## src/design/decode_ctrl_pkg.sv

```systemverilog
`default_nettype none

package decode_ctrl_pkg;

    typedef enum logic [4:0] {
        alu_add     = 5'd0,
        alu_sub     = 5'd1,
        alu_and     = 5'd2,
        alu_or      = 5'd3,
        alu_xor     = 5'd4,
        alu_sltu    = 5'd5,
        alu_sll     = 5'd6,
        alu_srl     = 5'd7,
        alu_sra     = 5'd8,
        alu_mul     = 5'd9,
        alu_div     = 5'd10,
        alu_rem     = 5'd11,
        alu_remu    = 5'd12,
        alu_cmp_eq  = 5'd13,   // branch compares
        alu_cmp_ne  = 5'd14,
        alu_cmp_ge  = 5'd15,
        alu_cmp_ltu = 5'd16
    } alu_op_e;

    typedef enum logic [1:0] {
        src_reg     = 2'd0,
        src_imm     = 2'd1,
        src_imm_pc  = 2'd2,
        src_four_pc = 2'd3   // link value pc + 4
    } alu_src_e;

    typedef enum logic [2:0] {
        imm_i     = 3'd0,
        imm_s     = 3'd1,
        imm_b     = 3'd2,
        imm_u     = 3'd3,
        imm_j     = 3'd4,
        imm_shamt = 3'd5
    } imm_sel_e;

    typedef enum logic [2:0] {
        load_none          = 3'd0,
        load_word_signed   = 3'd1,
        load_double        = 3'd2,
        load_byte_unsigned = 3'd3
    } load_kind_e;

    typedef logic [7:0] store_mask_t;   // one bit per byte lane

    parameter store_mask_t mask_none   = 8'h00;
    parameter store_mask_t mask_byte   = 8'h01;
    parameter store_mask_t mask_half   = 8'h03;
    parameter store_mask_t mask_word   = 8'h0f;
    parameter store_mask_t mask_double = 8'hff;

endpackage

`default_nettype wire

```

## src/design/rv_isa_pkg.sv

```systemverilog
`default_nettype none

package rv_isa_pkg;

    parameter int inst_width     = 32;
    parameter int reg_addr_width = 5;
    parameter int opcode_width   = 7;
    parameter int funct3_width   = 3;
    parameter int funct7_width   = 7;

    // lsb of each field inside the instruction word
    parameter int opcode_lsb = 0;
    parameter int rd_lsb     = 7;
    parameter int funct3_lsb = 12;
    parameter int rs1_lsb    = 15;
    parameter int rs2_lsb    = 20;
    parameter int funct7_lsb = 25;

    typedef logic [inst_width-1:0]     inst_t;
    typedef logic [reg_addr_width-1:0] reg_addr_t;
    typedef logic [funct3_width-1:0]   funct3_t;
    typedef logic [funct7_width-1:0]   funct7_t;

    typedef enum logic [opcode_width-1:0] {
        opc_op        = 7'b0110011,
        opc_op_imm    = 7'b0010011,
        opc_op_32     = 7'b0111011,
        opc_op_imm_32 = 7'b0011011,
        opc_load      = 7'b0000011,
        opc_store     = 7'b0100011,
        opc_lui       = 7'b0110111,
        opc_auipc     = 7'b0010111,
        opc_jal       = 7'b1101111,
        opc_jalr      = 7'b1100111,
        opc_branch    = 7'b1100011
    } opcode_e;

    parameter funct3_t f3_add    = 3'b000;
    parameter funct3_t f3_sll    = 3'b001;
    parameter funct3_t f3_sltu   = 3'b011;
    parameter funct3_t f3_xor    = 3'b100;
    parameter funct3_t f3_srl    = 3'b101;
    parameter funct3_t f3_or     = 3'b110;
    parameter funct3_t f3_and    = 3'b111;
    parameter funct3_t f3_div    = 3'b100;   // m extension, word form
    parameter funct3_t f3_rem    = 3'b110;
    parameter funct3_t f3_jalr   = 3'b000;
    parameter funct3_t f3_byte   = 3'b000;
    parameter funct3_t f3_half   = 3'b001;
    parameter funct3_t f3_word   = 3'b010;
    parameter funct3_t f3_double = 3'b011;
    parameter funct3_t f3_byte_u = 3'b100;
    parameter funct3_t f3_beq    = 3'b000;
    parameter funct3_t f3_bne    = 3'b001;
    parameter funct3_t f3_bge    = 3'b101;
    parameter funct3_t f3_bltu   = 3'b110;

    parameter funct7_t funct7_base   = 7'b0000000;
    parameter funct7_t funct7_alt    = 7'b0100000;   // sub, sra
    parameter funct7_t funct7_muldiv = 7'b0000001;

    parameter inst_t ebreak_word = 32'h0010_0073;

endpackage

`default_nettype wire

```

## src/design/alu_decoder.sv

```systemverilog
`timescale 1ns/1ps
`default_nettype none

module alu_decoder #(
    parameter int XLEN = 64
) (
    input  wire rv_isa_pkg::inst_t      inst,
    output logic                        alu_hit,
    output decode_ctrl_pkg::alu_op_e    alu_op,
    output decode_ctrl_pkg::alu_src_e   alu_src,
    output decode_ctrl_pkg::imm_sel_e   imm_sel,
    output logic                        word_op,
    output logic                        uses_rs1,
    output logic                        uses_rs2,
    output logic                        writes_rd,
    output logic                        branch,
    output logic                        jump,
    output logic                        jalr
);
    import rv_isa_pkg::*;
    import decode_ctrl_pkg::*;

    localparam bit rv64 = (XLEN == 64);

    opcode_e opcode;
    funct3_t funct3;
    funct7_t funct7;
    funct7_t shift_f7;

    assign opcode = opcode_e'(inst[opcode_lsb +: opcode_width]);
    assign funct3 = inst[funct3_lsb +: funct3_width];
    assign funct7 = inst[funct7_lsb +: funct7_width];
    assign shift_f7 = rv64 ? {funct7[6:1], 1'b0} : funct7;   // bit 25 is shamt[5] on rv64

    always_comb begin
        alu_hit   = 1'b0;
        alu_op    = alu_add;
        alu_src   = src_reg;
        imm_sel   = imm_i;
        word_op   = 1'b0;
        uses_rs1  = 1'b0;
        uses_rs2  = 1'b0;
        writes_rd = 1'b0;
        branch    = 1'b0;
        jump      = 1'b0;
        jalr      = 1'b0;
        case (opcode)
            opc_op: begin
                uses_rs1  = 1'b1;
                uses_rs2  = 1'b1;
                writes_rd = 1'b1;
                case (funct3)
                    f3_add: begin
                        alu_hit = (funct7 == funct7_base) || (funct7 == funct7_alt);
                        alu_op  = (funct7 == funct7_alt) ? alu_sub : alu_add;
                    end
                    f3_sltu: begin
                        alu_hit = (funct7 == funct7_base);
                        alu_op  = alu_sltu;
                    end
                    f3_or: begin
                        alu_hit = (funct7 == funct7_base) || (funct7 == funct7_muldiv);
                        alu_op  = (funct7 == funct7_muldiv) ? alu_rem : alu_or;
                    end
                    f3_and: begin
                        alu_hit = (funct7 == funct7_base) || (funct7 == funct7_muldiv);
                        alu_op  = (funct7 == funct7_muldiv) ? alu_remu : alu_and;
                    end
                    default: alu_hit = 1'b0;
                endcase
            end
            opc_op_imm: begin
                alu_src   = src_imm;
                uses_rs1  = 1'b1;
                writes_rd = 1'b1;
                alu_hit   = 1'b1;
                case (funct3)
                    f3_add:  alu_op = alu_add;
                    f3_sltu: alu_op = alu_sltu;
                    f3_xor:  alu_op = alu_xor;
                    f3_and:  alu_op = alu_and;
                    f3_sll: begin
                        imm_sel = imm_shamt;
                        alu_op  = alu_sll;
                        alu_hit = (shift_f7 == funct7_base);
                    end
                    f3_srl: begin
                        imm_sel = imm_shamt;
                        alu_op  = (shift_f7 == funct7_alt) ? alu_sra : alu_srl;
                        alu_hit = (shift_f7 == funct7_base) || (shift_f7 == funct7_alt);
                    end
                    default: alu_hit = 1'b0;
                endcase
            end
            opc_op_32: begin
                word_op   = 1'b1;
                uses_rs1  = 1'b1;
                uses_rs2  = 1'b1;
                writes_rd = 1'b1;
                case (funct3)
                    f3_add: begin   // addw, mulw
                        alu_hit = rv64 && ((funct7 == funct7_base) || (funct7 == funct7_muldiv));
                        alu_op  = (funct7 == funct7_muldiv) ? alu_mul : alu_add;
                    end
                    f3_sll: begin
                        alu_hit = rv64 && (funct7 == funct7_base);
                        alu_op  = alu_sll;
                    end
                    f3_div: begin
                        alu_hit = rv64 && (funct7 == funct7_muldiv);
                        alu_op  = alu_div;
                    end
                    f3_rem: begin
                        alu_hit = rv64 && (funct7 == funct7_muldiv);
                        alu_op  = alu_rem;
                    end
                    default: alu_hit = 1'b0;
                endcase
            end
            opc_op_imm_32: begin   // addiw only
                word_op   = 1'b1;
                alu_src   = src_imm;
                uses_rs1  = 1'b1;
                writes_rd = 1'b1;
                alu_hit   = rv64 && (funct3 == f3_add);
            end
            opc_lui: begin
                alu_src   = src_imm;
                imm_sel   = imm_u;
                writes_rd = 1'b1;
                alu_hit   = 1'b1;
            end
            opc_auipc: begin
                alu_src   = src_imm_pc;
                imm_sel   = imm_u;
                writes_rd = 1'b1;
                alu_hit   = 1'b1;
            end
            opc_jal: begin
                alu_src   = src_four_pc;
                imm_sel   = imm_j;
                writes_rd = 1'b1;
                jump      = 1'b1;
                alu_hit   = 1'b1;
            end
            opc_jalr: begin
                alu_src   = src_four_pc;
                uses_rs1  = 1'b1;
                writes_rd = 1'b1;
                jump      = 1'b1;
                jalr      = 1'b1;
                alu_hit   = (funct3 == f3_jalr);
            end
            opc_branch: begin
                imm_sel  = imm_b;
                uses_rs1 = 1'b1;
                uses_rs2 = 1'b1;
                branch   = 1'b1;
                alu_hit  = 1'b1;
                case (funct3)
                    f3_beq:  alu_op = alu_cmp_eq;
                    f3_bne:  alu_op = alu_cmp_ne;
                    f3_bge:  alu_op = alu_cmp_ge;
                    f3_bltu: alu_op = alu_cmp_ltu;
                    default: alu_hit = 1'b0;   // bgeu and the rest
                endcase
            end
            default: alu_hit = 1'b0;
        endcase
        if (!alu_hit) begin   // a miss reads and writes nothing
            word_op   = 1'b0;
            uses_rs1  = 1'b0;
            uses_rs2  = 1'b0;
            writes_rd = 1'b0;
            branch    = 1'b0;
            jump      = 1'b0;
            jalr      = 1'b0;
        end
    end

endmodule

`default_nettype wire

```

## src/design/decode_stage.sv

```systemverilog
`timescale 1ns/1ps
`default_nettype none

module decode_stage #(
    parameter int XLEN = 64
) (
    input  wire                                 clk,
    input  wire                                 reset,
    input  wire                                 inst_valid,
    input  wire rv_isa_pkg::inst_t              inst,
    input  wire                                 alu_hit,
    input  wire decode_ctrl_pkg::alu_op_e       alu_op_d,
    input  wire decode_ctrl_pkg::alu_src_e      alu_src_d,
    input  wire decode_ctrl_pkg::imm_sel_e      imm_sel_d,
    input  wire                                 word_op_d,
    input  wire                                 uses_rs1,
    input  wire                                 uses_rs2,
    input  wire                                 writes_rd,
    input  wire                                 branch_d,
    input  wire                                 jump_d,
    input  wire                                 jalr_d,
    input  wire                                 mem_hit,
    input  wire decode_ctrl_pkg::load_kind_e    load_kind_d,
    input  wire decode_ctrl_pkg::store_mask_t   store_mask_d,
    input  wire [XLEN-1:0]                      mem_offset_d,
    output logic                                dec_valid,
    output logic                                reg_wen,
    output logic                                branch,
    output logic                                jump,
    output logic                                jalr,
    output logic                                word_op,
    output logic                                illegal,
    output logic                                ebreak,
    output rv_isa_pkg::reg_addr_t               rs1_addr,
    output rv_isa_pkg::reg_addr_t               rs2_addr,
    output rv_isa_pkg::reg_addr_t               rd_addr,
    output decode_ctrl_pkg::alu_op_e            alu_op,
    output decode_ctrl_pkg::alu_src_e           alu_src,
    output decode_ctrl_pkg::imm_sel_e           imm_sel,
    output decode_ctrl_pkg::load_kind_e         load_kind,
    output decode_ctrl_pkg::store_mask_t        store_mask,
    output logic [XLEN-1:0]                     mem_offset
);
    import rv_isa_pkg::*;
    import decode_ctrl_pkg::*;

    logic      is_ebreak;
    logic      is_illegal;
    logic      is_load;
    logic      is_store;
    logic      live;
    reg_addr_t rs1_field;
    reg_addr_t rs2_field;
    reg_addr_t rd_field;

    assign is_ebreak  = (inst == ebreak_word);
    assign is_illegal = !alu_hit && !mem_hit && !is_ebreak;
    assign live       = inst_valid && !is_illegal && !is_ebreak;   // allowed to act
    assign is_load    = mem_hit && (load_kind_d != load_none);
    assign is_store   = mem_hit && !is_load;

    assign rs1_field = inst[rs1_lsb +: reg_addr_width];
    assign rs2_field = inst[rs2_lsb +: reg_addr_width];
    assign rd_field  = inst[rd_lsb +: reg_addr_width];

    always_ff @(posedge clk) begin
        if (reset) begin
            dec_valid  <= 1'b0;
            reg_wen    <= 1'b0;
            branch     <= 1'b0;
            jump       <= 1'b0;
            jalr       <= 1'b0;
            word_op    <= 1'b0;
            illegal    <= 1'b0;
            ebreak     <= 1'b0;
            store_mask <= mask_none;
        end else begin
            dec_valid  <= inst_valid;   // bubble drops everything below
            reg_wen    <= live && (writes_rd || is_load);
            branch     <= live && branch_d;
            jump       <= live && jump_d;
            jalr       <= live && jalr_d;
            word_op    <= live && word_op_d;
            illegal    <= inst_valid && is_illegal;
            ebreak     <= inst_valid && is_ebreak;
            store_mask <= live ? store_mask_d : mask_none;
        end
    end

    // payload, only meaningful while dec_valid
    always_ff @(posedge clk) begin
        if (inst_valid) begin
            rs1_addr   <= (uses_rs1 || mem_hit) ? rs1_field : '0;
            rs2_addr   <= (uses_rs2 || is_store) ? rs2_field : '0;
            rd_addr    <= (writes_rd || is_load) ? rd_field : '0;
            alu_op     <= mem_hit ? alu_add : alu_op_d;   // address add
            alu_src    <= mem_hit ? src_imm : alu_src_d;
            imm_sel    <= mem_hit ? (is_store ? imm_s : imm_i) : imm_sel_d;
            load_kind  <= load_kind_d;
            mem_offset <= mem_offset_d;
        end
    end

endmodule

`default_nettype wire

```

## src/design/mem_decoder.sv

```systemverilog
`timescale 1ns/1ps
`default_nettype none

module mem_decoder #(
    parameter int XLEN = 64
) (
    input  wire rv_isa_pkg::inst_t          inst,
    output logic                            mem_hit,
    output decode_ctrl_pkg::load_kind_e     load_kind,
    output decode_ctrl_pkg::store_mask_t    store_mask,
    output logic [XLEN-1:0]                 mem_offset
);
    import rv_isa_pkg::*;
    import decode_ctrl_pkg::*;

    localparam bit rv64 = (XLEN == 64);

    opcode_e         opcode;
    funct3_t         funct3;
    logic [11:0]     imm_i_raw;
    logic [11:0]     imm_s_raw;
    logic [XLEN-1:0] imm_i_ext;
    logic [XLEN-1:0] imm_s_ext;

    assign opcode = opcode_e'(inst[opcode_lsb +: opcode_width]);
    assign funct3 = inst[funct3_lsb +: funct3_width];

    assign imm_i_raw = inst[31:20];
    assign imm_s_raw = {inst[31:25], inst[11:7]};   // split around rs2/rs1
    assign imm_i_ext = {{(XLEN-12){imm_i_raw[11]}}, imm_i_raw};
    assign imm_s_ext = {{(XLEN-12){imm_s_raw[11]}}, imm_s_raw};

    always_comb begin
        mem_hit    = 1'b0;
        load_kind  = load_none;
        store_mask = mask_none;
        mem_offset = '0;
        case (opcode)
            opc_load: begin
                case (funct3)
                    f3_word:   load_kind = load_word_signed;
                    f3_double: load_kind = rv64 ? load_double : load_none;
                    f3_byte_u: load_kind = load_byte_unsigned;
                    default:   load_kind = load_none;
                endcase
                mem_hit    = (load_kind != load_none);
                mem_offset = mem_hit ? imm_i_ext : '0;
            end
            opc_store: begin
                case (funct3)
                    f3_byte:   store_mask = mask_byte;
                    f3_half:   store_mask = mask_half;
                    f3_word:   store_mask = mask_word;
                    f3_double: store_mask = rv64 ? mask_double : mask_none;
                    default:   store_mask = mask_none;
                endcase
                mem_hit    = (store_mask != mask_none);
                mem_offset = mem_hit ? imm_s_ext : '0;
            end
            default: mem_hit = 1'b0;
        endcase
    end

endmodule

`default_nettype wire

```

## src/design/rv_decoder.sv

```systemverilog
`timescale 1ns/1ps
`default_nettype none

module rv_decoder #(
    parameter int XLEN = 64
) (
    input  wire                             clk,
    input  wire                             reset,
    input  wire                             inst_valid,
    input  wire rv_isa_pkg::inst_t          inst,
    output logic                            dec_valid,
    output logic                            reg_wen,
    output logic                            branch,
    output logic                            jump,
    output logic                            jalr,
    output logic                            word_op,
    output logic                            illegal,
    output logic                            ebreak,
    output rv_isa_pkg::reg_addr_t           rs1_addr,
    output rv_isa_pkg::reg_addr_t           rs2_addr,
    output rv_isa_pkg::reg_addr_t           rd_addr,
    output decode_ctrl_pkg::alu_op_e        alu_op,
    output decode_ctrl_pkg::alu_src_e       alu_src,
    output decode_ctrl_pkg::imm_sel_e       imm_sel,
    output decode_ctrl_pkg::load_kind_e     load_kind,
    output decode_ctrl_pkg::store_mask_t    store_mask,
    output logic [XLEN-1:0]                 mem_offset
);
    import decode_ctrl_pkg::*;

    logic            alu_hit;
    alu_op_e         alu_op_d;
    alu_src_e        alu_src_d;
    imm_sel_e        imm_sel_d;
    logic            word_op_d;
    logic            uses_rs1;
    logic            uses_rs2;
    logic            writes_rd;
    logic            branch_d;
    logic            jump_d;
    logic            jalr_d;
    logic            mem_hit;
    load_kind_e      load_kind_d;
    store_mask_t     store_mask_d;
    logic [XLEN-1:0] mem_offset_d;

    alu_decoder #(.XLEN(XLEN)) u_alu_decoder (
        .inst      (inst),
        .alu_hit   (alu_hit),
        .alu_op    (alu_op_d),
        .alu_src   (alu_src_d),
        .imm_sel   (imm_sel_d),
        .word_op   (word_op_d),
        .uses_rs1  (uses_rs1),
        .uses_rs2  (uses_rs2),
        .writes_rd (writes_rd),
        .branch    (branch_d),
        .jump      (jump_d),
        .jalr      (jalr_d)
    );

    mem_decoder #(.XLEN(XLEN)) u_mem_decoder (
        .inst       (inst),
        .mem_hit    (mem_hit),
        .load_kind  (load_kind_d),
        .store_mask (store_mask_d),
        .mem_offset (mem_offset_d)
    );

    decode_stage #(.XLEN(XLEN)) u_decode_stage (
        .clk          (clk),
        .reset        (reset),
        .inst_valid   (inst_valid),
        .inst         (inst),
        .alu_hit      (alu_hit),
        .alu_op_d     (alu_op_d),
        .alu_src_d    (alu_src_d),
        .imm_sel_d    (imm_sel_d),
        .word_op_d    (word_op_d),
        .uses_rs1     (uses_rs1),
        .uses_rs2     (uses_rs2),
        .writes_rd    (writes_rd),
        .branch_d     (branch_d),
        .jump_d       (jump_d),
        .jalr_d       (jalr_d),
        .mem_hit      (mem_hit),
        .load_kind_d  (load_kind_d),
        .store_mask_d (store_mask_d),
        .mem_offset_d (mem_offset_d),
        .dec_valid    (dec_valid),
        .reg_wen      (reg_wen),
        .branch       (branch),
        .jump         (jump),
        .jalr         (jalr),
        .word_op      (word_op),
        .illegal      (illegal),
        .ebreak       (ebreak),
        .rs1_addr     (rs1_addr),
        .rs2_addr     (rs2_addr),
        .rd_addr      (rd_addr),
        .alu_op       (alu_op),
        .alu_src      (alu_src),
        .imm_sel      (imm_sel),
        .load_kind    (load_kind),
        .store_mask   (store_mask),
        .mem_offset   (mem_offset)
    );

endmodule

`default_nettype wire

```

## config.mk

```make
export PLATFORM = sky130hd
export DESIGN_NAME = rv_decoder
export DESIGN_NICKNAME = d
export VERILOG_FILES = /design/src/design/decode_ctrl_pkg.sv /design/src/design/rv_isa_pkg.sv /design/src/design/alu_decoder.sv /design/src/design/decode_stage.sv /design/src/design/mem_decoder.sv /design/src/design/rv_decoder.sv
export SDC_FILE = /design/constraint.sdc
export NUM_CORES = 1
export LEC_CHECK = 0
export ABC_AREA = 1
export BUFFER_PORTS_ARGS = -buffer_cell sky130_fd_sc_hd__buf_2
export CORE_MARGIN = 2
export CORE_UTILIZATION = 54
export CTS_CLUSTER_SIZE = 30
export DETAILED_ROUTE_END_ITERATION = 12
export MAX_ROUTING_LAYER = met4
export PLACE_DENSITY = 0.82
export SETUP_SLACK_MARGIN = 0.5
export SYNTH_ARGS = -nofsm -noshare
export SYNTH_HDL_FRONTEND = slang
export SYNTH_HIERARCHICAL = 1
export SYNTH_SLANG_ARGS = --single-unit
export TNS_END_PERCENT = 50
```

## constraint.sdc

```tcl
create_clock -name clk -period 2.88 [get_ports clk]
set_input_delay 0.144 -clock clk [delete_from_list [all_inputs] [get_ports clk]]
set_output_delay 0.144 -clock clk [all_outputs]
set_load 0.02 [all_outputs]
```

==> results.toml <==
[outcome]
status = "completed"

[power]
switching_share = 0.262
pwr-share-clk = 0.285
power.internal_uw = 2180
leakagePower_uw = 0.00260
comb_power_share = 0.113
powerDensity_nw_per_um2 = 513
p_sw_uw = 776
vdd_drop_max_mv = 0.293
pwr-share-seq = 0.601

[worst_setup_path]
critical_path_class = "input port to flip-flop"
critPathArrivalTime_ns = 1.73
required_ns = 2.89
path_cells = "buf_2, nor2_1, nand2_1, nand2_2, nand2_8, a21oi_4"
cp-end-kind = "flip-flop"
cp_slowest_cell = "a21oi_4"
critPathMaxFanout = 53
critPathMaxStageDelay_ns = 0.81
crit_path_start_kind = "input port"

[timing]
tightest_slew_ns = 1.01
maxSlewHeadroom = 0.324
fmax_mhz = 581
slew_viol_final = 0
layout_min_cycle_time_ns = 1.72
fin_tns_setup_ns = 0
setup_viol = 0
rsz0062_at_grt = "no"
period_share = 0.598
hold_viol = 0

[synth]
synth_top_area_share = 0.539
ys_ff_latch = 108
synth_top_flop_cell = "edfxtp_1"
yosysTopAreaCell = "edfxtp_1"
async_reset_ff_frac = 0
yosysSeqAreaShare = 0.601
synth.area.top_cells = "edfxtp_1 54%, buf_4 8.3%, dfxtp_1 6.2%"
yosys_warnings = 6
synth_cell_type_count = 32
syn_inst = 505
synth_edf_count = 92
synth_area_per_cell_um2 = 10.2
synth_area_um2 = 5130
synth_nets = 540

[clock_tree]
htreeDepth = 3
cts-root-buf = "clkbuf_8"
cts_tree = "built"
cts.reportedPaths.clkPinSlew_ns = 0.10
numCtsBuffers = 9
hold_buffers = 1
clock_sinks = 108
cts_resized = 0
postCtsSetupRepairBufs = 0
cts_max_path_buffers = 2

[floorplan]
die_area_um2 = 10300
initial_core_util = 0.555
core_um2 = 9240
core.rowCount = 35
fp.dieW_um = 101
die_y_um = 101
num_io_pins = 143

[final_layout]
drive_gt1_frac = 0.356
area_growth_syn_to_layout_pct = 12.4
antenna_cells = 0
utilization = 0.624
final_net_count = 636

[global_route]
gr-total-overflow = 0
grt_pass1_vias = 3322
grt_max_degree = 54
grt_usage = 0.207
antenna_found_initial = 0
grt_pass1_wl_mm = 15.9

[hold_path]
hp-class = "input port to flip-flop"
hold_depth = 3

[placed_design]
portBuffers = 142
place.gp.congestion = 0.945
hpwl_mm = 7.69

[detailed_routing]
drt_first_pass_iters = 5
ant_nets = 0
via_count = 3526
drt_drc_violations_left = 0
wl_mm = 10.3
vias_per_cell = 4.80
drt-initial-drc-count = 137
wl_per_cell_um = 14.0

[run]
drv_cap = 0
[final timing paths]
check,start,to
hold / removal,inst[8],u_decode_stage/mem_offset[1]
setup / recovery,inst[13],u_decode_stage/mem_offset[28]
[registers in the layout, summed over array words and instances, names as in the netlist, 2 cells and up]
name                       cells
u_decode_stage/alu_op          5
u_decode_stage/alu_src         2
u_decode_stage/imm_sel         3
u_decode_stage/load_kind       3
u_decode_stage/mem_offset     64
u_decode_stage/rd_addr         5
u_decode_stage/rs1_addr        5
u_decode_stage/rs2_addr        5
u_decode_stage/store_mask      8
[worst max-delay path: cells and delay by family]
family          cells  cell delay, ns
compound gates      1            0.81
buf+inv             1            0.16
simple gates        4            0.59
[synth_stat cells (2+ instances only)]
master and number:
o211ai_1 3, nor2_1 71, nand2_2 10, nand3_1 22, nand4_1 7, inv_2 10
nor3_1 2, buf_4 57, a21oi_1 5, edfxtp_1 92, buf_2 2, dfxtp_1 16
nor2_2 15, a21oi_2 8, nor2_4 4, nand2_1 75, nor2_8 3, inv_1 79
o21ai_0 11
[cell usage in the layout, fill, tap and decap left out, drive strengths merged]
master         n
clkinv         4
nand2         86
o21ai         11
edfxtp        92
or2            1
nand3         24
nand4          8
nor2          93
and2           2
a21oi         13
conb           1
o211ai         3
clkbuf         9
and3           1
dfxtp         16
nor3           3
buf          144
clkinvlp       1
dlygate4sd3    1
inv           93
[kinds of logic after synthesis]
| group | after synthesis | share of synthesized area |
|---|---|---|
| compound gates | 27 | 0.0337 |
| flops | 108 | 0.601 |
| other cells | 1 | 0.000731 |
| buf+inv | 151 | 0.154 |
| simple gates | 218 | 0.210 |
[layer usage]
metal / global-route usage / vias to the layer above / wire length [um]
met5: - / - / 0
met2: 0.342 / 135 / 5210
li1: - / 1734 / -
met4: 0.0634 / 0 / 52
met3: 0.0504 / 4 / 660
met1: 0.253 / 1653 / 4380
[power groups by stage]
stage / Sequential [uW] / Combinational [uW] / Clock [uW]
floorplan: 1920 / 83.7 / 0
global placement: 1810 / 329 / 0
detailed placement: 1820 / 333 / 0
CTS: 1780 / 335 / 873
global route: 1790 / 362 / 933
finish: 1780 / 335 / 845
[cell type report]
| class | instances | area (um2) |
|---|---|---|
| sequential | 108 | 3080 |
| tap | 129 | 161 |
| timing repair buffer | 145 | 738 |
| fill | 763 | 3470 |
| inverter | 91 | 343 |
| clock inverter | 7 | 56.3 |
| multi-input combinational | 246 | 1260 |
| clock buffer | 9 | 124 |
[per-stage QoR]
step / cells / area, um2 / setup WS, ns / total power [uW] / hold slack [ns]
after global routing: 735 / 5770 / 0.992 / 3080 / 0.0679
after global placement: 718 / 5580 / 0.886 / 2140 / 0.330
after CTS: 735 / 5770 / 1.19 / 2990 / 0.0410
after detailed placement: 718 / 5580 / 0.805 / 2150 / 0.331
after floorplan: 505 / 5130 / 0.625 / 2000 / 0.223
final: 735 / 5770 / 1.16 / 2960 / 0.0645
No activity file was read; power rests on OpenSTA's default activity.
